--- config.mk ---
export PLATFORM = sky130hd
export DESIGN_NAME = chacha_fifo
export DESIGN_NICKNAME = d
export VERILOG_FILES = /design/src/logic/chacha_fifo.sv
export SDC_FILE = /design/constraint.sdc
export NUM_CORES = 1
export LEC_CHECK = 0
export BUFFER_PORTS_ARGS = -buffer_cell sky130_fd_sc_hd__clkbuf_2
export CAP_MARGIN = 15
export CELL_PAD_IN_SITES_DETAIL_PLACEMENT = 0
export CELL_PAD_IN_SITES_GLOBAL_PLACEMENT = 1
export CORE_AREA = 4 4 134 136
export DETAILED_ROUTE_END_ITERATION = 16
export DIE_AREA = 0 0 138 140
export PLACE_DENSITY_LB_ADDON = 0.05
export SYNTH_ARGS = -nofsm -noshare
export SYNTH_HDL_FRONTEND = slang
export SYNTH_SLANG_ARGS = --single-unit
--- constraint.sdc ---
create_clock -name aclk -period 2.3 [get_ports aclk]
set_clock_uncertainty 0.2 [all_clocks]
set_input_delay 0.46 -clock aclk [delete_from_list [all_inputs] [get_ports aclk]]
set_output_delay 0.46 -clock aclk [all_outputs]
set_load 0.03 [all_outputs]
--- src/logic/chacha_fifo.sv ---
`timescale 1ns/1ps

module chacha_fifo #(
  parameter int  DEPTH     = 4,
  parameter type payload_t = logic [31:0]
) (
  input  logic     aclk,
  input  logic     areset_n,
  input  logic     i_valid,
  output logic     o_ready,
  input  payload_t i_data,
  output logic     o_valid,
  input  logic     i_ready,
  output payload_t o_data
);

  localparam int PTR_W = (DEPTH > 1) ? $clog2(DEPTH) : 1;
  localparam int CNT_W = $clog2(DEPTH + 1);

  payload_t         mem [DEPTH];
  logic [PTR_W-1:0] wr_ptr;
  logic [PTR_W-1:0] rd_ptr;
  logic [CNT_W-1:0] count;
  logic             push;
  logic             pop;

  assign o_ready = count != CNT_W'(DEPTH);
  assign o_valid = count != '0;
  assign push    = i_valid && o_ready;
  assign pop     = o_valid && i_ready;
  assign o_data  = mem[rd_ptr];

  always_ff @(posedge aclk or negedge areset_n) begin
    if (!areset_n) begin
      wr_ptr <= '0;
      rd_ptr <= '0;
      count  <= '0;
      for (int i = 0; i < DEPTH; i++) begin
        mem[i] <= '0;  // head reads clean while empty
      end
    end else begin
      if (push) begin
        mem[wr_ptr] <= i_data;
        wr_ptr      <= (wr_ptr == PTR_W'(DEPTH - 1)) ? '0 : wr_ptr + 1'b1;
      end
      if (pop) begin
        rd_ptr <= (rd_ptr == PTR_W'(DEPTH - 1)) ? '0 : rd_ptr + 1'b1;
      end
      case ({push, pop})
        2'b10:   count <= count + 1'b1;
        2'b01:   count <= count - 1'b1;
        default: ;
      endcase
    end
  end

endmodule

---- After elaboration in Yosys (flattened, before gate mapping) ----
Cells that the tools add are included.
storage, ports and cells
  register bits after elaboration ......... 135
  output and inout bits ................... 34
  word-level logic and storage cells ...... 35
cells by class
  add/sub/neg operators ................... 4
  order comparisons ....................... 3
  eq/ne operators ......................... 5
  mux-type cells .......................... 9
  bitwise logic cells ..................... 2
  reduce and logical (&&, ||, !) cells .... 5
operators with widths
  operator                                                               count
  128-bit bitwise mux                                                    1
  32-bit 2-to-1 mux                                                      3
  32-bit binary-select mux with 2-bit select                             1
  32-bit demux with 2-bit select                                         1
  2-bit == test (second input constant)                                  3
  3-bit >= comparator (second input constant)                            2
  2-bit inverter with 3-bit output                                       2
  3-bit case mux with 2 select lines                                     1
  2-bit by 1-bit adder with 2-bit output (second input constant)         2
  2-bit 2-to-1 mux                                                       2
  3-bit by 1-bit adder with 3-bit output (second input constant)         1
  1-bit logical AND                                                      3
  3-bit by 1-bit < comparator with 1-bit output (second input constant)  1
  3-bit inequality test (second input constant)                          1
  3-bit nonzero test                                                     1
  3-bit by 1-bit subtractor with 3-bit output (second input constant)    1
  2-bit by 1-bit == test with 1-bit output (second input constant)       1
  2-bit nonzero test                                                     1

---- Logic depth before layout (Yosys ltp) ----
  depth in word-level cells ............... 6
  mapped depth ............................ 9

---- Worst setup path before layout ----
Ideal clock, no wire load.
  path type ............................... reg2out
  start ................................... register rd_ptr[0]
  end ..................................... output port o_data[0] in the netlist's numbering
  arrival time ............................ 1618 ps
  required time ........................... 1640 ps
  path slack .............................. 22 ps
  cell stages (with the launch flop) ...... 4
  buffers on the path ..................... 2
  cell sequence ........................... dfrtp_1 > clkbuf_1 > buf_2 > mux4_2
RTL lines
  item                      line  RTL
  start: declaration        22    logic [PTR_W-1:0] rd_ptr;
  start signal: assignment  47    rd_ptr <= (rd_ptr == PTR_W'(DEPTH - 1)) ? '0 : rd_ptr + 1'b1;
  end: declaration          14    output payload_t o_data

==> results.md <==
- Status: complete, but fails checks
- Failing checks: negative setup slack
- Rel. slew slack: 50.10%
- Reg clk slew, reported paths: approximately 60 ps
- Commonest non-fill, non-tap cell in the layout: dfrtp_1
- Worst skew pair latency: 410 ps
- Max Cap Viol: 0
- Via count: 3,261
- Num CTS Buffers: 17
- Core box area: roughly 0.017 mm^2
- CP required: around 1600 ps
- Finished Layout Cells: roughly 670
- P_sw: 4.905 mW
- Setup-failing EPs final: 32
- Violation count after the first detailed-route iteration: 133
- Critical Path Fanout Max: 16
- Syn_area_per_cell: 18.75 um^2
- Combinational Power Share: 51.8%
- Worst slew pin tran: 748.6 ps
- Final Net Count: 471
- Initial antenna violation count: 0
- Flop2flop setup slack: 100 ps
- Clk pwr share: 19.3%
- Clock Path Buffers: 2
- Setup_tns: -2869 ps
- PD cells: 1866 mW/mm^2
- First-pass GRT wire length: ~22 mm
- Post-route DRC: 0
- Routed Antenna Nets: 0
- Die W: between 100 and 150 um
- Clock Sinks: 135
- Vias in the first global route: 3,754
- Placed cells: 632
- Final global-route overflow total: 0
- Final WS setup: -115.8 ps
- Share of cells above drive strength 1: 64.40%
- Synthesized flop and latch total: 135
- Post-DP HPWL: about 8 mm
- Period utilization: 105.0%
- Initial core utilization: 38.97%
- Root Driver: clkbuf_16
- CTS tree: built
- Sequential area share after synthesis: 51.18%
- Async set-or-reset flop fraction in the synthesized netlist: between 90% and 100%
- Yosys warning count: 0
- DR vias/cell: 4.896
- Worst setup EP type: primary output
- Leakage: 3.605 nW
- Cell variety after synth: 20
- Endpoints failing hold: 0
- Main synth FF type: dfrtp_1
- Arr. time, crit path: around 1800 ps
- Most frequent cells in the layout: dfrtp_1 (133), mux2_4 (120), clkbuf_2 (36)
- Io pins: 70
- Synthesized Nets: 395
- WL final: 13.33 mm
- Path type of the worst min-delay path: in2reg
- Htree depth: 4
- Largest net degree at the start of global routing: 58
- WS Path Type: reg2out
- Area Overhead vs Synth: 21.55%
- Ant diodes: 0
- Total track usage: 14.77%
- Sequential fraction of design power: between 20% and 30%
- DRT Pass-1 Iters: 4
- Cell count after synthesis: 352
- DR WL/cell: 20.02 um
- Post-layout min period: 2416 ps
- Maximum VDD drop: 1076 uV
- Height of the die: 140 um
- Layout Utilization: 47.37%
- Global placement routability congestion: about 0.7
- Fmax: ~410 MHz
- DIE AREA: 0.01932 mm^2
- Cell Area, Synth: ~0.0066 mm^2
- Rows: 48
- Worst Setup Start Kind: flip-flop
- Pins Over Slew Limit: 0
- Number of flops mapped to enable cells by yosys: 0
- Internal: 10.06 mW
- Port buffer count: 69
- Net switching fraction of the power: 32.77%
- RSZ-0062 raised after global routing: true
- Pre-CTS setup slack: 102.3 ps
cell usage after synthesis (2+ instances only):
cell type / count / share of area (%)
dfrtp_1: 135 / 51
mux2_4: 120 / 27
mux4_2: 32 / 11
buf_12: 12 / 3.6
mux2_2: 12 / 2.0
ha_1: 6 / 1.1
inv_1: 6 / 0.34
buf_6: 5 / 0.85
and3_4: 4 / 0.68
clkbuf_1: 4 / 0.23
buf_2: 3 / 0.23
nor2_1: 3 / 0.17
nand2_1: 2 / 0.11
xor2_1: 2 / 0.27
per-layer routing:
metal	share of wire, %	wire length [um]	GRT usage, %
met5	0	0	0
met2	48	6424	23.07
met1	47	6276	19.79
met4	1.4	189	5.772
met3	3.3	440	3.926
area by class of cell:
type / instances / area (um^2)
multi-input combinational: 186 / 2872
sequential: 135 / 3381
timing repair buffer: 82 / 834.6
clock buffer: 20 / 456.7
tap: 225 / 281.5
clock inverter: 12 / 175.2
inverter: 6 / 22.52
fill: 1482 / 8914
power groups by stage:
stage / logic, mW / registers [mW] / clock network, mW
6_report: 7.75 / 4.33 / 2.89
5_1_grt: 8.17 / 4.47 / 3.10
4_1_cts: 7.50 / 4.33 / 2.97
3_5_place_dp: 6.51 / 4.33 / 0
3_3_place_gp: 6.44 / 4.33 / 0
2_1_floorplan: 5.43 / 4.07 / 0
registers in the layout, indices dropped and copies added (netlist names):
signal and flops:
count 3, wr_ptr 2, mem 128, rd_ptr 2
worst max-delay path, stage by stage (launching register included):
cell and delay, ps:
dfrtp_2 400, buf_12 200, mux4_2 570, buf_8 160
stage by stage:
stage               power, mW  instance area, um^2  hold WS (ps)
finish                  14.97                 8023         123.6
detailed placement      10.85                 7051         261.5
CTS                     14.80                 7980         106.6
global route            15.74                 8023         107.5
floorplan               9.506                 6600        -35.59
global placement        10.76                 7051         265.5
logic make-up (layout without fill, tap and decap cells):
group | count (synthesis) | count (layout) | synth area share (%)
flops | 135 | 135 | 51.18
buf+inv | 31 | 120 | 5.346
simple gates | 11 | 11 | 1.213
mux | 165 | 165 | 40.42
xor+xnor | 3 | 3 | 0.3982
fa+ha+maj | 7 | 7 | 1.441
worst paths after layout:
check,start,to,depth (start not counted)
max,rd_ptr[0]$_DFFE_PN0P_,o_data[10],3
min,i_data[0],mem[64]$_DFFE_PN0P_,2
max reg2reg,count[0]$_DFFE_PN0P_,count[2]$_DFFE_PN0P_,8
min reg2reg,count[2]$_DFFE_PN0P_,count[2]$_DFFE_PN0P_,1
max in group asynchronous,areset_n,mem[44]$_DFFE_PN0P_,3
min in group asynchronous,areset_n,mem[82]$_DFFE_PN0P_,2
timing repair:
item	4_1_cts	5_1_grt
setup buffers	1	0
endpoints found under the hold margin	52	0
setup endpoints to repair	32	34
hold buffers	1	0
resized for setup	64	33
No activity file was read; power rests on OpenSTA's default activity.
