<file path="config.mk">
export PLATFORM = sky130hd
export DESIGN_NAME = chacha_regs
export DESIGN_NICKNAME = d
export VERILOG_FILES = /design/src/logic/chacha_pkg.sv /design/src/logic/chacha_regs.sv
export VERILOG_INCLUDE_DIRS = /design/src /design/src/include
export SDC_FILE = /design/constraint.sdc
export NUM_CORES = 1
export LEC_CHECK = 0
export BUFFER_PORTS_ARGS = -buffer_cell sky130_fd_sc_hd__buf_2
export CAP_MARGIN = 10
export CELL_PAD_IN_SITES_DETAIL_PLACEMENT = 1
export CELL_PAD_IN_SITES_GLOBAL_PLACEMENT = 1
export CORE_MARGIN = 2
export CORE_UTILIZATION = 25
export CTS_CLUSTER_SIZE = 16
export DETAILED_ROUTE_END_ITERATION = 10
export MAX_ROUTING_LAYER = met4
export PLACE_DENSITY_LB_ADDON = 0.1
export SYNTH_ARGS = -nofsm -noshare
export SYNTH_HDL_FRONTEND = slang
export SYNTH_SLANG_ARGS = --single-unit
</file>
<file path="constraint.sdc">
create_clock -name aclk -period 2.7 [get_ports aclk]
set_clock_uncertainty 0.05 [all_clocks]
set_input_delay 0.27 -clock aclk [delete_from_list [all_inputs] [get_ports aclk]]
set_output_delay 0.27 -clock aclk [all_outputs]
set_load 0.01 [all_outputs]
</file>
<file path="src/include/chacha_params.svh">
`ifndef CHACHA_PARAMS_SVH
`define CHACHA_PARAMS_SVH

`define CHACHA_WORD_W        32
`define CHACHA_BLOCK_WORDS   16
`define CHACHA_DOUBLE_ROUNDS 10

// wishbone word addresses
`define CHACHA_ADR_KEY0      0
`define CHACHA_ADR_COUNTER   8
`define CHACHA_ADR_NONCE0    9
`define CHACHA_ADR_CTRL      12
`define CHACHA_ADR_W         4

`define CHACHA_IN_DEPTH      32
`define CHACHA_OUT_DEPTH     32

// "expand 32-byte k"
`define CHACHA_CONST0        32'h6170_7865
`define CHACHA_CONST1        32'h3320_646e
`define CHACHA_CONST2        32'h7962_2d32
`define CHACHA_CONST3        32'h6b20_6574

`endif

</file>
<file path="src/logic/chacha_pkg.sv">
package chacha_pkg;

  `include "chacha_params.svh"

  typedef logic [`CHACHA_WORD_W-1:0] word_t;

  // word 0 sits in the low bits
  typedef word_t [`CHACHA_BLOCK_WORDS-1:0] block_t;

  typedef struct packed {
    logic                    cyc;
    logic                    stb;
    logic                    we;
    logic [`CHACHA_ADR_W-1:0] adr;
    word_t                   wdat;
  } wb_req_t;

  typedef struct packed {
    logic  ack;
    word_t rdat;
  } wb_rsp_t;

  typedef struct packed {
    word_t [7:0] key;
    word_t       counter;
    word_t [2:0] nonce;
    logic        start;   // one-cycle pulse
  } chacha_cfg_t;

  typedef struct packed {
    word_t data;
    logic  last;
  } out_beat_t;

endpackage

</file>
<file path="src/logic/chacha_regs.sv">
`timescale 1ns/1ps
`include "chacha_params.svh"

module chacha_regs
  import chacha_pkg::*;
(
  input  logic        aclk,
  input  logic        areset_n,
  input  wb_req_t     i_wb,
  output wb_rsp_t     o_wb,
  output chacha_cfg_t o_cfg
);

  localparam logic [`CHACHA_ADR_W-1:0] ADR_KEY0   = `CHACHA_ADR_KEY0;
  localparam logic [`CHACHA_ADR_W-1:0] ADR_CTR    = `CHACHA_ADR_COUNTER;
  localparam logic [`CHACHA_ADR_W-1:0] ADR_NONCE0 = `CHACHA_ADR_NONCE0;
  localparam logic [`CHACHA_ADR_W-1:0] ADR_CTRL   = `CHACHA_ADR_CTRL;

  logic                     ack;
  logic                     req;
  logic                     wr;
  logic                     ctrl_bit;
  logic                     is_key;
  logic                     is_ctr;
  logic                     is_nonce;
  logic                     is_ctrl;
  logic [`CHACHA_ADR_W-1:0] key_off;
  logic [`CHACHA_ADR_W-1:0] nonce_off;
  word_t                    rd_mux;
  word_t                    rdat;
  chacha_cfg_t              cfg;

  assign req = i_wb.cyc && i_wb.stb && !ack;  // first cycle of a transfer
  assign wr  = req && i_wb.we;

  // wrapping offsets catch both range bounds
  assign key_off   = i_wb.adr - ADR_KEY0;
  assign nonce_off = i_wb.adr - ADR_NONCE0;
  assign is_key    = key_off < `CHACHA_ADR_W'd8;
  assign is_nonce  = nonce_off < `CHACHA_ADR_W'd3;
  assign is_ctr    = i_wb.adr == ADR_CTR;
  assign is_ctrl   = i_wb.adr == ADR_CTRL;

  always_comb begin
    rd_mux = '0;  // unmapped reads zero
    if (is_key) begin
      rd_mux = cfg.key[key_off[2:0]];
    end else if (is_ctr) begin
      rd_mux = cfg.counter;
    end else if (is_nonce) begin
      rd_mux = cfg.nonce[nonce_off[1:0]];
    end else if (is_ctrl) begin
      rd_mux = {{(`CHACHA_WORD_W-1){1'b0}}, ctrl_bit};
    end
  end

  always_ff @(posedge aclk or negedge areset_n) begin
    if (!areset_n) begin
      ack      <= 1'b0;
      rdat     <= '0;
      cfg      <= '0;
      ctrl_bit <= 1'b0;
    end else begin
      ack       <= req;
      cfg.start <= wr && is_ctrl && i_wb.wdat[0];  // high on the ack cycle
      if (req) begin
        rdat <= rd_mux;
      end
      if (wr) begin
        if (is_key)   cfg.key[key_off[2:0]]     <= i_wb.wdat;
        if (is_ctr)   cfg.counter               <= i_wb.wdat;
        if (is_nonce) cfg.nonce[nonce_off[1:0]] <= i_wb.wdat;
        if (is_ctrl)  ctrl_bit                  <= i_wb.wdat[0];
      end
    end
  end

  assign o_wb.ack  = ack;
  assign o_wb.rdat = rdat;
  assign o_cfg     = cfg;

endmodule

</file>
Word-level counts from Yosys, hierarchy flattened:

Index checks and enable logic that the tools add are counted.

* add/sub/neg operators: 1
* magnitude comparators: 6
* eq/ne operators: 2
* muxes and demuxes: 14
* reduce and logical (&&, ||, !) cells: 12

Operators with widths (number)
* bitwise mux 256 bit: 1
* two-way mux 32 bit: 7
* binary-select mux 32 bit (select 3 bit): 1
* bitwise mux 96 bit: 1
* demux 32 bit (select 3 bit): 1
* binary-select mux 32 bit (select 2 bit): 1
* demux 32 bit (select 2 bit): 1
* equality test 4 bit, second input constant: 2
* AND reduction 2 bit: 4
* logical AND 1 bit: 7
* less-than comparator 3 x 4 -> 1 bit, second input constant: 1
* less-than comparator 4 x 2 -> 1 bit, second input constant: 1
* less-than comparator 4 bit, second input constant: 1
* subtractor 4 bit, second input constant: 1
* >= comparator 3 x 1 -> 1 bit, second input constant: 1
* less-than comparator 2 x 3 -> 1 bit, second input constant: 1
* >= comparator 2 x 1 -> 1 bit, second input constant: 1
* zero test 1 bit: 1
* two-way mux 1 bit: 1

* flip-flop bits (word level): 419
* bits of input ports: 41

Longest topological paths before layout:

* word-level depth: 6
* depth in mapped cells: 13
* depth with buffers taken out: 7

Worst setup path before layout:

No wires, ideal clock.

* path kind: input to register
* start: input i_wb[32] (netlist name)
* end: register cfg, in the netlist o_cfg[100]
* library setup time: 0.125 ns
* arrival: 2.684 ns
* data required time: 2.525 ns
* path slack: -0.159 ns
* cell stages on the path: 10
* buffers on the path: 5
* cell sequence: buf_2 -> buf_2 -> inv_1 -> clkbuf_1 -> clkbuf_1 -> ha_1 -> nand2_1 -> nor3_1 -> buf_2 -> mux2_2

* word-level cells in the longest chain between the ends: 2

RTL lines
* start: declaration: line chacha_regs.sv:9 `input wb_req_t i_wb,`
* equality test 4 bit: line chacha_regs.sv:41 `assign is_ctr = i_wb.adr == ADR_CTR;`
* AND reduction 2 bit (no source line)
* end: declaration: line chacha_regs.sv:31 `chacha_cfg_t cfg;`

No other way between the ends.
A chain may end at the register's enable or synchronous reset.

Final worst setup path:

* start: register ack
* end: register cfg, in the netlist o_cfg[360]

* word-level cells in the longest chain between the ends: 4

RTL lines
* start: declaration: line chacha_regs.sv:19 `logic ack;`
* start signal: assignment: line chacha_regs.sv:64 `ack <= req;`
* zero test 1 bit: line chacha_regs.sv:33 `assign req = i_wb.cyc && i_wb.stb && !ack;`
* logical AND 1 bit: line chacha_regs.sv:33
* logical AND 1 bit: line chacha_regs.sv:34 `assign wr = req && i_wb.we;`
* AND reduction 2 bit (no source line)

No other way between the ends.

==> impl_metrics.json <==
{
  "hold_slack_ns": 0.03678,
  "pin_count": 459,
  "cts.root.buffer_cell": "clkbuf_16",
  "wl_per_cell_um": 29.58,
  "p_per_area_mw_per_mm2": 745.8,
  "cts_buffers": 52,
  "grtUsageMet1_pct": 28.50,
  "overflow": 0,
  "firstDrtPassIters": 5,
  "tightest_slew_ns": 0.8358,
  "area_delta_synth_final_pct": 29.94,
  "vdd.ir_drop.worst_v": 0.0004582,
  "r2r_end": "o_cfg[360]",
  "cts.clk_slew.worst_paths_ns": 0.07,
  "htreeDepth": 2,
  "yosysUniqueCellTypes": 47,
  "cts.sinks": 419,
  "yosysSeqAreaShare_pct": 55.17,
  "yosysWarnings": 0,
  "grt_start_max_net_pins": 70,
  "grt_use_total_pct": 22.31,
  "path_class": "flop to flop",
  "ant_nets": 0,
  "grt_util_met3_pct": 4.229,
  "hold_path.class": "input port to flop",
  "tns_ns": 0,
  "slew_viol_final": 0,
  "core_mm2": 0.07557,
  "syn_area_mm2": 0.01901,
  "cts_max_path_buffers": 3,
  "nNetsFinal": 1927,
  "drv_cap": 0,
  "grt_pass1_vias": 15330,
  "ff2ff_setup_slack_ns": 0.17,
  "placed_area_mm2": 0.02285,
  "status": "finished clean",
  "grt_pass1_wl_um": 120900,
  "drt_wl_total_um": 85780,
  "postSynthCellCount": 1423,
  "final_common_cell": "buf_2",
  "routabilityCongestion": 0.7896,
  "num_vias": 14210,
  "vias_per_cell": 4.898,
  "die_y_um": 279.7,
  "seq_area_mm2": 0.01049,
  "max_freq_mhz": 394.8,
  "use_met2_pct": 36.18,
  "antenna_found_initial": 1,
  "die_area_mm2": 0.07824,
  "io_buffers": 458,
  "critPathMaxFanout": 17,
  "dp_cells": 2803,
  "slew_headroom_pct": 44.28,
  "row_count": 101,
  "finalNonFillerCells": 2900,
  "setup_viol": 0,
  "cp-start-kind": "flop",
  "design_area_mm2": 0.02470,
  "initial_utilization_pct": 25.15,
  "rsz0062_at_grt": "false",
  "leakage_nw": 12.70,
  "worstHoldEndpoint": "o_cfg[175]",
  "drive_above_1_share_pct": 52.71,
  "cp.required_ns": 3.13,
  "drt_iter0_drc": 648,
  "min-delay-start": "i_wb[14]",
  "hold_depth": 2,
  "syn_nets": 1469,
  "tritoncts": "done",
  "final_cell_mix": "454 x buf_2, 419 x dfrtp_1, 354 x mux2_2",
  "avgSynthCellArea_um2": 13.36,
  "end_kind": "flop",
  "period_needed_ns": 2.533,
  "ys_seq_elements": 419,
  "die_x_um": 279.7,
  "drc": 0,
  "multi_input_area_mm2": 0.007975,
  "grt-busiest-layer": "met2",
  "hold_violations": 0,
  "synth_flop_cell": "dfrtp_1",
  "cp.arrival_ns": 2.96,
  "dpl.hpwl_um": 59890,
  "synth-async-reset-ratio_pct": 100.0,
  "diodes": 0,
  "clk_latency_ns": 0.60,
  "synth_edf_count": 0,
  "timing.final.crit_share_pct": 93.80,
  "r2r-start": "ack",
  "cts_setup_buffers": 0,
  "n_fill_cell": 8180,
  "reg2regPathDepth": 7
}
[registers in the layout (all words and copies together), names as in the netlist]
name	flops
o_cfg	385
rdat	32
ack	1
ctrl_bit	1
[what timing repair did]
item,4_1_cts,5_1_grt
hold buffers,2,0
resized for setup,0,1
hold endpoints to repair,170,0
setup endpoints to repair,0,8
[stage by stage]
| step | setup slack [ns] | power [mW] | utilization, % |
|---|---|---|---|
| 3_3_place_gp | 0.1408 | 11.08 | 30.23 |
| 5_1_grt | 0.07809 | 19.23 | 32.68 |
| 4_1_cts | 0.1172 | 18.74 | 32.67 |
| 3_5_place_dp | 0.08632 | 11.15 | 30.23 |
| 6_report | 0.1674 | 18.42 | 32.68 |
| 2_1_floorplan | 0.02965 | 9.228 | - |
[worst max-delay path, stage by stage (launching register included)]
cell      delay, ns
dfrtp_1        0.39
nand3b_4       0.19
buf_4          0.28
nor2_1         0.20
nand3_1        0.30
nor2_4         0.24
buf_4          0.37
mux2_2         0.38
[cell families (layout without fill, tap and decap cells)]
kind of cell | after synthesis | in the layout | synth area share, %
mux | 503 | 503 | 29.79
flops | 419 | 419 | 55.17
compound gates | 190 | 190 | 6.833
simple gates | 167 | 167 | 4.273
buf+inv | 138 | 637 | 3.562
fa+ha+maj | 5 | 5 | 0.3292
xor+xnor | 1 | 1 | 0.04609
[how the worst max path moves through the flow]
stage             start          to  depth (start not counted)
6_report            ack  o_cfg[360]                          7
5_1_grt             ack  o_cfg[356]                          7
4_1_cts             ack  o_cfg[266]                          7
3_5_place_dp   i_wb[33]   o_cfg[81]                          7
3_3_place_gp   i_wb[33]   o_cfg[83]                          7
2_1_floorplan  i_wb[32]   o_cfg[10]                         12
[power by group]
part / total [mW] / switching [mW] / internal (mW)
Sequential: 7.73 / 0.686 / 7.05
Clock: 7.46 / 2.89 / 4.57
Combinational: 3.23 / 1.83 / 1.40
[per-layer routing]
layer | routed length, um | up-vias
met5 | 0 | -
met4 | 2243 | 0
met3 | 4331 | 124
met2 | 41600 | 382
met1 | 37610 | 7560
li1 | - | 6139
[synth_stat cells, types with 2 or more instances]
cell	count	area, um^2
a2111oi_0	4	35.03
a211oi_1	40	300.3
a21oi_1	41	205.2
a221oi_1	18	157.7
a222oi_1	6	60.06
a22oi_1	9	67.56
a31oi_1	9	56.30
a32oi_1	2	17.52
and2_1	2	12.51
buf_1	2	7.510
buf_2	54	270.3
buf_4	6	45.04
buf_6	9	101.4
clkbuf_1	62	232.7
dfrtp_1	419	10490
ha_1	5	62.56
inv_1	3	11.26
mux2_1	47	529.3
mux2_2	354	3986
mux2i_1	92	920.9
mux4_2	10	225.2
nand2_1	42	157.7
nand2b_1	11	68.82
nand3_1	6	30.03
nand4_1	8	50.05
nor2_1	57	214.0
nor2b_1	8	50.05
nor3_1	7	35.03
nor4_1	12	75.07
o211ai_1	8	60.06
o21ai_0	29	145.1
o221ai_1	6	52.55
o22ai_1	14	87.58
or3_1	7	43.79
or4_1	2	15.01
[final cells by class]
cell class,count,share of cell area [%]
clock inverter,14,0.8157
tap,978,4.955
timing repair buffer,538,12.85
sequential,419,42.46
multi-input combinational,866,32.29
clock buffer,81,6.566
inverter,4,0.06586
(Power assumes the default switching activity.)
