[config.mk]
export PLATFORM = sky130hd
export DESIGN_NAME = chacha_mixer
export DESIGN_NICKNAME = d
export VERILOG_FILES = /design/src/logic/chacha_pkg.sv /design/src/logic/chacha_mixer.sv
export VERILOG_INCLUDE_DIRS = /design/src /design/src/include
export SDC_FILE = /design/constraint.sdc
export NUM_CORES = 1
export LEC_CHECK = 0
export BUFFER_PORTS_ARGS = -buffer_cell sky130_fd_sc_hd__buf_2
export CORE_AREA = 2 2 228 230
export CTS_BUF_LIST = sky130_fd_sc_hd__clkbuf_8
export CTS_CLUSTER_SIZE = 25
export DETAILED_ROUTE_END_ITERATION = 16
export DIE_AREA = 0 0 230 232
export REMOVE_ABC_BUFFERS = 1
export SLEW_MARGIN = 20
export SYNTH_ARGS = -nofsm -noshare
export SYNTH_HDL_FRONTEND = slang
export SYNTH_SLANG_ARGS = --single-unit
export TNS_END_PERCENT = 10
[constraint.sdc]
create_clock -name aclk -period 22.7 [get_ports aclk]
set_clock_uncertainty 0.05 [all_clocks]
set_input_delay 4.54 -clock aclk [delete_from_list [all_inputs] [get_ports aclk]]
set_output_delay 4.54 -clock aclk [all_outputs]
set_load 0.005 [all_outputs]
[src/include/chacha_params.svh]
`ifndef CHACHA_PARAMS_SVH
`define CHACHA_PARAMS_SVH

`define CHACHA_WORD_W        32
`define CHACHA_BLOCK_WORDS   16
`define CHACHA_DOUBLE_ROUNDS 10

// wishbone word addresses
`define CHACHA_ADR_KEY0      0
`define CHACHA_ADR_COUNTER   8
`define CHACHA_ADR_NONCE0    9
`define CHACHA_ADR_CTRL      12
`define CHACHA_ADR_W         4

`define CHACHA_IN_DEPTH      32
`define CHACHA_OUT_DEPTH     32

// "expand 32-byte k"
`define CHACHA_CONST0        32'h6170_7865
`define CHACHA_CONST1        32'h3320_646e
`define CHACHA_CONST2        32'h7962_2d32
`define CHACHA_CONST3        32'h6b20_6574

`endif

[src/logic/chacha_pkg.sv]
package chacha_pkg;

  `include "chacha_params.svh"

  typedef logic [`CHACHA_WORD_W-1:0] word_t;

  // word 0 sits in the low bits
  typedef word_t [`CHACHA_BLOCK_WORDS-1:0] block_t;

  typedef struct packed {
    logic                    cyc;
    logic                    stb;
    logic                    we;
    logic [`CHACHA_ADR_W-1:0] adr;
    word_t                   wdat;
  } wb_req_t;

  typedef struct packed {
    logic  ack;
    word_t rdat;
  } wb_rsp_t;

  typedef struct packed {
    word_t [7:0] key;
    word_t       counter;
    word_t [2:0] nonce;
    logic        start;   // one-cycle pulse
  } chacha_cfg_t;

  typedef struct packed {
    word_t data;
    logic  last;
  } out_beat_t;

endpackage

[src/logic/chacha_mixer.sv]
`timescale 1ns/1ps
`include "chacha_params.svh"

module chacha_mixer
  import chacha_pkg::*;
(
  input  logic      aclk,
  input  logic      areset_n,
  input  logic      i_ks_valid,
  output logic      o_ks_ready,
  input  block_t    i_ks_block,
  input  logic      i_in_valid,
  output logic      o_in_ready,
  input  word_t     i_in_data,
  output logic      o_out_valid,
  input  logic      i_out_ready,
  output out_beat_t o_out_beat
);

  localparam int IDX_W = $clog2(`CHACHA_BLOCK_WORDS);

  block_t           ks;
  logic             have;
  logic [IDX_W-1:0] idx;
  logic             fire;
  logic             last;
  logic             ks_take;

  // a block is taken only once data waits, so a new start
  // never finds a block of the old key parked here
  assign o_ks_ready = !have && i_in_valid;
  assign ks_take    = i_ks_valid && o_ks_ready;

  assign fire        = have && i_in_valid && i_out_ready;
  assign last        = idx == IDX_W'(`CHACHA_BLOCK_WORDS - 1);
  assign o_in_ready  = have && i_out_ready;
  assign o_out_valid = have && i_in_valid;

  assign o_out_beat.data = i_in_data ^ ks[idx];
  assign o_out_beat.last = last;

  always_ff @(posedge aclk or negedge areset_n) begin
    if (!areset_n) begin
      have <= 1'b0;
      idx  <= '0;
    end else if (ks_take) begin
      have <= 1'b1;
      idx  <= '0;
    end else if (fire) begin
      idx <= idx + 1'b1;
      if (last) begin
        have <= 1'b0;  // block used up
      end
    end
  end

  always_ff @(posedge aclk) begin
    if (ks_take) begin
      ks <= i_ks_block;
    end
  end

endmodule

# --- Word level (Yosys, flattened, before mapping) ---
# Cells that the tools add are included.
word_totals:
  reg_bits: 517
  in_bits: 549
  word_cells: 38
classes:
  add_sub_neg: 1
  n_lt_le_gt_ge: 1
  eq_ne: 1
  mux: 7
  bitwise: 1
  n_reduce_logical: 9
ops:
  columns: ["cell", "count"]
  rows:
  - ["binary-select mux 32 bit (select 4 bit)", 1]
  - ["2-to-1 mux 32 bit", 1]
  - ["XOR 32 bit", 1]
  - ["2-to-1 mux 4 bit", 2]
  - ["logical AND 1 bit", 5]
  - ["less-than comparator 4 x 5 -> 1 bit, second input constant", 1]
  - ["adder 4 x 1 -> 4 bit, second input constant", 1]
  - ["equality test 4 bit, second input constant", 1]
  - ["nonzero test 2 bit", 2]
  - ["2-to-1 mux 1 bit", 3]
  - ["AND reduction 2 bit", 1]
  - ["logical NOT 1 bit", 1]

# --- Longest topological paths before layout ---
# Gate-level depths: netlist (run 1).
logic_depth:
  ltp_word: 5
  mapped_depth: 7

# --- Least setup slack after synthesis (run 1) ---
# OpenSTA, ideal clock, no wires.
synth_timing:
  path_type: "input -> register"
  start: "input i_in_valid"
  end: "register ks[0] in the netlist's numbering, enable pin"
  setup_time_ns: 1.076
  t_arrival_ns: 18.793
  t_required_ns: 21.574
  slack_ns: 2.780
  stages: 3
  cell_sequence: "nor2b_1 and2_1 clkbuf_1"
synth_via:
  elab_chain_len: 2
synth_lines:
  columns: ["element", "line_no", "text"]
  rows:
  - ["from (decl)", "chacha_mixer.sv:12", "input logic i_in_valid,"]
  - ["logical AND 1 bit", "chacha_mixer.sv:31", "assign o_ks_ready = !have && i_in_valid;"]
  - ["logical AND 1 bit", "chacha_mixer.sv:32", "assign ks_take = i_ks_valid && o_ks_ready;"]
  - ["via ks_take", "chacha_mixer.sv:27", "logic ks_take;"]
  - ["to (signal assigned)", "chacha_mixer.sv:59", "ks <= i_ks_block;"]
  - ["to (decl)", "chacha_mixer.sv:22", "block_t ks;"]
# The timed path passes the listed nets, and every way through them passes these cells.
# A chain may end at the register's enable or synchronous reset.

==> results of run 1 <==
flip-flops by register name, summed over array words and instances, names as in the netlist:
signal and flops:
have 1, idx 4, ks 512
power breakdown:
group / total, mW / switching (mW) / internal [mW]
sequential: 1.18 / 0.0482 / 1.13
clock: 0.773 / 0.364 / 0.409
combinational: 0.754 / 0.367 / 0.386
path summary, 6_finish.rpt:
kind / startpoint / end / slack (ns) / depth (start not counted)
worst max-delay path: i_in_data[7] / o_out_beat[8] / 13.09 / 3
worst min-delay path: have / have / 0.52 / 1
worst max register to register: have / ks[113] / 18.94 / 4
worst min register to register: have / have / 0.52 / 1
max in group asynchronous: areset_n / idx[2] / 18.77 / 1
min in group asynchronous: areset_n / idx[1] / 3.67 / 1
per-stage QoR:
stage                     cells  util [%]  setup WS, ns  power [mW]
after floorplan             764         -          5.28        1.80
after global routing       2209      49.4         13.05        2.84
after global placement     2039      46.1         13.11        1.97
after CTS                  2193      49.3         13.09        2.75
after detailed placement   2039      46.1         13.10        1.97
final                      2211      49.4         13.09        2.70
layout make-up:
cell class,count,area (µm²)
diodes,18,45.0
clock buffers,96,1320
clock inverters,58,293
fillers,4267,25800
multi-input cells,247,4100
flip-flops and latches,517,15500
well taps,680,851
repair buffers,595,3020
layer usage:
layer / part of all wire (%) / track usage [%]
met2: 52 / 31.9
met4: 2.1 / 6.59
met3: 7.7 / 6.26
met5: 0.21 / 0
met1: 38 / 22.3
worst register-to-register path: stages (launching register included):
cell     delay (ns)
dfrtp_1        0.42
nor2b_1        0.16
and2_4         0.78
buf_4          0.96
buf_4          0.97
cells in the final DEF (no fill, tap or decap):
| cell | instances |
|---|---|
| buf_2 | 584 |
| edfxtp_1 | 512 |
| mux4_2 | 128 |
| clkbuf_8 | 96 |
| xnor2_1 | 33 |
| a22o_1 | 32 |
| a221oi_2 | 32 |
| inv_1 | 26 |
| clkinv_1 | 19 |
| diode_2 | 18 |
| buf_4 | 9 |
| clkinv_2 | 8 |
| nor2_1 | 4 |
| dfrtp_1 | 3 |
| and2_4 | 2 |
| nor2b_4 | 2 |
| and3_1 | 2 |
| and2_1 | 2 |
| nand2_1 | 2 |
| xor2_1 | 2 |
| clkinvlp_4 | 2 |
| bufinv_16 | 2 |
| dfrtp_4 | 2 |
| nor2b_1 | 1 |
| nor2_4 | 1 |
| mux2i_1 | 1 |
| a21o_1 | 1 |
| nand4_1 | 1 |
| ha_1 | 1 |
| inv_6 | 1 |
| buf_6 | 1 |
| buf_12 | 1 |
cells by family (layout without fill, tap and decap cells):
group                    count (synthesis)  after routing
AND/OR/NAND/NOR                         17             17
XOR/XNOR                                35             35
multiplexers                           129            129
AO/OA/AOI/OAI                           65             65
other                                    0             18
adder cells (fa/ha/maj)                  1              1
flip-flops                             517            517
buffers and inverters                   48            749
==> impl_metrics.env, run 1 <==
export IMPL_leakage_nw=9.13
export IMPL_worstPathArrival_ns=5.02
export IMPL_cp_start_kind="primary input"
export IMPL_cts_resized=0
export IMPL_synth_xor_area_share_pct=1.55
export IMPL_tightestPinTransition_ns=1.10
export IMPL_grt_max_degree=199
export IMPL_ys_flop_type="edfxtp_1"
export IMPL_num_io_pins=585
export IMPL_portBuffers=584
export IMPL_stdcell_area_um2=25100
export IMPL_yosys_cell_types_count=24
export IMPL_die_w_um=230
export IMPL_slowest_delay_ns=0.22
export IMPL_path_max_fanout=1
export IMPL_period_share_pct=42.4
export IMPL_start_util_pct=39.0
export IMPL_synth_seq_cells=517
export IMPL_clkTransAtPathRegs_ns=0.05
export IMPL_synth_area_leaders="edfxtp_1 77%, mux4_2 15%, a221oi_2 2.4%"
export IMPL_hold_viol=0
export IMPL_nNetsFinal=1998
export IMPL_vias=10900
export IMPL_clock_path_buffers=3
export IMPL_grt_pass1_wl_um=72700
export IMPL_worst_skew_pair_late_latency_ns=0.63
export IMPL_drv_cap=0
export IMPL_synthAdderAreaFrac_pct=0.0631
export IMPL_die_h_um=232
export IMPL_crit_type="in2out"
export IMPL_async_reset_ff_share_pct=0.967
export IMPL_core_area_um2=50900
export IMPL_tns_ns=0
export IMPL_clkSinkCount=517
export IMPL_path_cells="buf_2 -> xnor2_1 -> buf_2"
export IMPL_wl_per_cell_um=22.9
export IMPL_syn_inst=812
export IMPL_cpMostUsedCell="buf_2"
export IMPL_slew_headroom_pct=26.6
export IMPL_dp_hpwl_um=34600
export IMPL_p_per_area_nw_per_um2=108
export IMPL_routed_wl_um=50700
export IMPL_synth_top_area_share_pct=77.5
export IMPL_numCtsBuffers=87
export IMPL_ir_drop_mv=0.0676
export IMPL_yosysMostFrequentCell="edfxtp_1"
export IMPL_ys_warn_count=0
export IMPL_rsz0062_at_grt="false"
export IMPL_setup_viol=0
export IMPL_worst_path_max_delay_cell="xnor2_1"
export IMPL_grt_pass1_vias=11900
export IMPL_ant_nets=0
export IMPL_synth_simple_gate_area_share_pct=0.448
export IMPL_synth_top_cell_by_area="edfxtp_1"
export IMPL_syn_to_final_growth_pct=26.7
export IMPL_ctsHoldBuffers=0
export IMPL_syn_area_per_cell_um2=24.4
export IMPL_max_freq_mhz=104
export IMPL_drtIter0Drc=731
export IMPL_critPathTopFamily="buffers and inverters"
export IMPL_critPathRequiredTime_ns=18.11
export IMPL_die_area_um2=53400
export IMPL_antenna_found_initial=29
export IMPL_hold_path_class="reg2reg"
export IMPL_synthTopCellsByCount="512 x edfxtp_1, 128 x mux4_2, 33 x xnor2_1"
export IMPL_holdWs_ns=0.516
export IMPL_syn_cell_area_um2=19800
export IMPL_status="finished, final reports clean"
export IMPL_root_buffer="clkbuf_8"
export IMPL_synth_edf_count=512
export IMPL_dr_pass1_iters=4
export IMPL_fp_row_count=83
export IMPL_finalMaxSlewViolations=0
export IMPL_synth_top_family_by_area="multiplexers"
export IMPL_critPathCaptureType="output port"
export IMPL_placed_area_um2=23500
export IMPL_drc=0
export IMPL_critPathBufInv=2
export IMPL_track_usage_pct=18.7
export IMPL_post_cts_buffers=0
export IMPL_cts_tree="yes"
export IMPL_synth_compound_area_share_pct=3.87
export IMPL_drive_gt1_share_pct=57.6
export IMPL_synth_mux_area_share_pct=14.6
export IMPL_htreeDepth=3
export IMPL_viasPerCell=4.91
export IMPL_period_needed_ns=9.61
export IMPL_gp_congestion=0.786
export IMPL_grt_overflow=0
export IMPL_seq_area_frac_synth_pct=78.1
Note: power is estimated with default switching activity, not from simulation.
==> run 2: changes to the inputs <==
==> constraint.sdc (replaced) <==
create_clock -name aclk -period 9.72 [get_ports aclk]
set_clock_uncertainty 0.05 [all_clocks]
set_input_delay 1.944 -clock aclk [delete_from_list [all_inputs] [get_ports aclk]]
set_output_delay 1.944 -clock aclk [all_outputs]
set_load 0.005 [all_outputs]
==> impl_metrics.env, run 2 (synthesized netlist as in run 1, its figures left out) <==
export IMPL_worst_path_max_delay_cell="buf_4"
export IMPL_die_w_um=230
export IMPL_grt_pass1_wl_um=73200
export IMPL_start_util_pct=39.0
export IMPL_tightestPinTransition_ns=1.20
export IMPL_die_area_um2=53400
export IMPL_die_h_um=232
export IMPL_final_common_cell="buf_2"
export IMPL_r2r_start="have"
export IMPL_setup_viol=0
export IMPL_worst_skew_pair_late_latency_ns=0.66
export IMPL_critPathCaptureType="output port"
export IMPL_p_per_area_nw_per_um2=254
export IMPL_grt_max_degree=189
export IMPL_tns_ns=0
export IMPL_ctsHoldBuffers=0
export IMPL_post_cts_buffers=0
export IMPL_max_freq_mhz=184
export IMPL_htreeDepth=3
export IMPL_status="finished, final reports clean"
export IMPL_critPathBufInv=2
export IMPL_clkSinkCount=517
export IMPL_portBuffers=584
export IMPL_cts_resized=0
export IMPL_slowest_delay_ns=0.75
export IMPL_endpoint="o_out_beat[28]"
export IMPL_drc=0
export IMPL_hold_path_class="reg2reg"
export IMPL_cp_depth=6
export IMPL_vias=10800
export IMPL_power_mw=6.41
export IMPL_leakage_nw=9.16
export IMPL_root_buffer="clkbuf_8"
export IMPL_antenna_found_initial=27
export IMPL_track_usage_pct=19.0
export IMPL_drive_gt1_share_pct=57.9
export IMPL_path_cells="buf_4 -> mux4_2 -> a22o_1 -> a221oi_2 -> xnor2_1 -> buf_2"
export IMPL_cts_tree="yes"
export IMPL_drtIter0Drc=697
export IMPL_dp_hpwl_um=35000
export IMPL_finalMaxSlewViolations=0
export IMPL_top_register="ks"
export IMPL_cp_start_kind="flip-flop"
export IMPL_critPathTopFamily="buffers and inverters"
export IMPL_nNetsFinal=2000
export IMPL_core_area_um2=50900
export IMPL_drv_cap=0
export IMPL_clock_path_buffers=3
export IMPL_slew_headroom_pct=19.9
export IMPL_period_share_pct=56.0
export IMPL_reg2reg_to="ks[159]"
export IMPL_largest_reg_flops=512
export IMPL_period_needed_ns=5.45
export IMPL_num_io_pins=585
export IMPL_critical_path_startpoint="idx[1]"
export IMPL_rsz0062_at_grt="false"
export IMPL_clkTransAtPathRegs_ns=0.06
export IMPL_grt_overflow=0
export IMPL_hold_viol=0
export IMPL_r2r_cells=4
export IMPL_viasPerCell=4.89
export IMPL_critPathRequiredTime_ns=7.73
export IMPL_dr_pass1_iters=7
export IMPL_reg2reg_slack_ns=6.87
export IMPL_gp_congestion=0.797
export IMPL_largestRegisters="ks (512), idx (4), have (1)"
export IMPL_ant_nets=0
export IMPL_layout_common_cells="584 x buf_2, 512 x edfxtp_1, 128 x mux4_2, 92 x clkbuf_8, 33 x xnor2_1"
export IMPL_syn_to_final_growth_pct=27.2
export IMPL_crit_type="reg2out"
export IMPL_wl_per_cell_um=23.0
export IMPL_worstPathArrival_ns=3.45
export IMPL_numCtsBuffers=89
export IMPL_fp_row_count=83
export IMPL_ir_drop_mv=0.199
export IMPL_routed_wl_um=50900
export IMPL_grt_pass1_vias=11800
export IMPL_path_max_fanout=46
run 2: changes by cell type in the layout (fill, tap and decap cells not counted), moves of 3 or more:
cell / previous run / this run
bufinv_16: 2 / 5
clkbuf_8: 96 / 92
clkinv_1: 19 / 26
clkinv_2: 8 / 16
diode_2: 18 / 14
inv_1: 26 / 17
run 2: worst min path at each step:
stage	startpoint	depth (start not counted)	slack, ns	to
5_1_grt	have	1	0.56	have
6_report	have	1	0.53	have
2_1_floorplan	have	1	0.44	have
4_1_cts	have	1	0.52	have
3_3_place_gp	have	1	0.47	have
3_5_place_dp	have	1	0.51	have
run 2: final cells by class:
class,instances,area [µm²]
multi-input combinational,247,4100
clock inverter,69,437
tap,680,851
antenna,14,35.0
clock buffer,92,1270
fill,4245,25700
sequential,517,15500
timing repair buffer,595,3040
run 2: power breakdown:
part | internal (mW) | total (mW) | switching (mW) | leakage (nW)
Combinational | 0.908 | 1.81 | 0.899 | 3.54
Sequential | 2.64 | 2.71 | 0.0692 | 4.67
Clock | 1.02 | 1.90 | 0.880 | 0.946
Total | 4.56 | 6.41 | 1.85 | 9.16
run 2: worst register-to-register path: cells and delay by family, from the launching register on:
family / cells / cell delay, ns
and+or+nand+nor: 2 / 0.76
DFF: 1 / 0.43
buffers and inverters: 2 / 1.22
run 2: per-layer routing:
layer | global-route usage, % | routed length [µm] | up-vias
met2 | 31.9 | 26200 | 460
met5 | 0 | 140 | -
met3 | 7.00 | 4010 | 97
met1 | 22.7 | 19500 | 5419
li1 | - | - | 4829
met4 | 6.13 | 1100 | 24
run 2: through the flow:
stage	cells	util [%]	setup slack [ns]	instance area (µm²)	hold slack, ns
finish	2214	49.6	4.27	25200	0.534
CTS	2200	49.5	4.11	25200	0.524
floorplan	764	-	-5.10	19600	0.443
global route	2209	49.6	3.96	25200	0.561
detailed placement	2039	46.2	4.87	23500	0.510
global placement	2039	46.2	4.87	23500	0.474
==> run 3: changes to the inputs <==
==> constraint.sdc (replaced) <==
create_clock -name aclk -period 5.07 [get_ports aclk]
set_clock_uncertainty 0.05 [all_clocks]
set_input_delay 1.014 -clock aclk [delete_from_list [all_inputs] [get_ports aclk]]
set_output_delay 1.014 -clock aclk [all_outputs]
set_load 0.005 [all_outputs]
==> impl_metrics.env, run 3 (synthesized netlist as in run 1, its figures left out) <==
export IMPL_finalMaxSlewViolations=0
export IMPL_numCtsBuffers=90
export IMPL_dp_hpwl_um=36500
export IMPL_clock_path_buffers=3
export IMPL_max_freq_mhz=234
export IMPL_fin_cells=2235
export IMPL_grt_pass1_wl_um=73600
export IMPL_slowest_delay_ns=0.77
export IMPL_largest_reg_flops=512
export IMPL_drv_cap=0
export IMPL_ir_drop_mv=0.296
export IMPL_die_area_um2=53400
export IMPL_antenna_found_initial=33
export IMPL_crit_type="reg2out"
export IMPL_grt_overflow=0
export IMPL_fin_util_pct=49.9
export IMPL_post_cts_buffers=0
export IMPL_gp_congestion=0.814
export IMPL_cp_start_kind="flip-flop"
export IMPL_cts_resized=0
export IMPL_worst_skew_pair_late_latency_ns=0.64
export IMPL_start_util_pct=39.0
export IMPL_rsz0062_at_grt="false"
export IMPL_clkTransAtPathRegs_ns=0.06
export IMPL_dr_pass1_iters=5
export IMPL_tns_ns=0
export IMPL_tightestPinTransition_ns=0.887
export IMPL_htreeDepth=3
export IMPL_grt_pass1_vias=11900
export IMPL_top_register="ks"
export IMPL_num_io_pins=585
export IMPL_wl_per_cell_um=23.2
export IMPL_track_usage_pct=19.2
export IMPL_power_mw=12.2
export IMPL_die_w_um=230
export IMPL_syn_to_final_growth_pct=28.0
export IMPL_clkSinkCount=517
export IMPL_path_cells="buf_12 -> mux4_2 -> a22o_1 -> a221oi_2 -> xnor2_1 -> buf_2"
export IMPL_die_h_um=232
export IMPL_critPathRequiredTime_ns=4.01
export IMPL_viasPerCell=4.94
export IMPL_grt_max_degree=128
export IMPL_slew_headroom_pct=40.8
export IMPL_core_area_um2=50900
export IMPL_dp_cells=2053
export IMPL_fp_row_count=83
export IMPL_period_share_pct=84.1
export IMPL_drtIter0Drc=641
export IMPL_final_common_cell="buf_2"
export IMPL_critPathCaptureType="output port"
export IMPL_drive_gt1_share_pct=58.0
export IMPL_hold_viol=0
export IMPL_worst_path_max_delay_cell="dfrtp_4"
export IMPL_nNetsFinal=2015
export IMPL_vias=11000
export IMPL_drc=0
export IMPL_ctsHoldBuffers=0
export IMPL_largestRegisters="ks (512), idx (4), have (1)"
export IMPL_setup_viol=0
export IMPL_portBuffers=584
export IMPL_period_needed_ns=4.26
export IMPL_ant_nets=0
export IMPL_worstPathArrival_ns=3.20
export IMPL_routed_wl_um=51900
export IMPL_cts_tree="yes"
export IMPL_p_per_area_nw_per_um2=482
export IMPL_status="finished, final reports clean"
export IMPL_path_max_fanout=35
export IMPL_hold_path_class="in2async"
export IMPL_root_buffer="clkbuf_8"
export IMPL_layout_common_cells="584 x buf_2, 512 x edfxtp_1, 128 x mux4_2, 94 x clkbuf_8, 33 x xnor2_1"
export IMPL_leakage_nw=9.25
run 3: stage by stage:
step / hold slack [ns] / cell area [µm²] / setup WS [ns]
after global placement: 0.460 / 23700 / 1.40
after CTS: 0.0731 / 25300 / 0.661
after floorplan: 0.443 / 19600 / -8.82
after global routing: 0.0993 / 25400 / 0.559
final: 0.144 / 25400 / 0.805
after detailed placement: 0.478 / 23700 / 1.38
run 3: where the power goes:
part	leakage, nW	internal (mW)	switching [mW]	total [mW]
logic	3.64	1.81	1.68	3.49
clock network	0.935	1.82	1.67	3.49
registers	4.67	5.05	0.214	5.26
run 3: final cells by class:
cell class,count,area [µm²]
Fill cell,4276,25500
Sequential cell,517,15500
Multi-Input combinational cell,247,4100
Timing Repair Buffer,609,3250
Clock buffer,94,1290
Tap cell,680,851
Clock inverter,67,350
Antenna cell,21,52.6
run 3: metal layers:
layer / up-vias / track usage (%) / part of all wire (%)
met2: 457 / 32.3 / 52
met3: 94 / 6.00 / 8.0
met4: 24 / 7.94 / 2.3
li1: 4871 / - / -
met5: - / 0 / 0.28
met1: 5593 / 23.0 / 38
run 3: final timing paths:
| kind | start | endpoint | slack [ns] | depth (start not counted) |
|---|---|---|---|---|
| setup reg to reg | have | ks[464] | 2.68 | 3 |
| min in group aclk | i_ks_block[85] | ks[85] | 0.48 | 1 |
| max in group asynchronous | areset_n | idx[2] | 4.64 | 1 |
| setup / recovery | idx[1] | o_out_beat[5] | 0.81 | 6 |
| hold / removal | areset_n | idx[0] | 0.14 | 1 |
| hold reg to reg | have | have | 0.49 | 1 |
run 3: critical path, delay by kind of cell (launching register included):
family                    cells  cell delay (ns)
DFF                           1             0.77
xor gates and xnor gates      1             0.17
muxes                         1             0.54
buffers and inverters         2             0.47
AOI/OAI and AO/OA             2             0.59
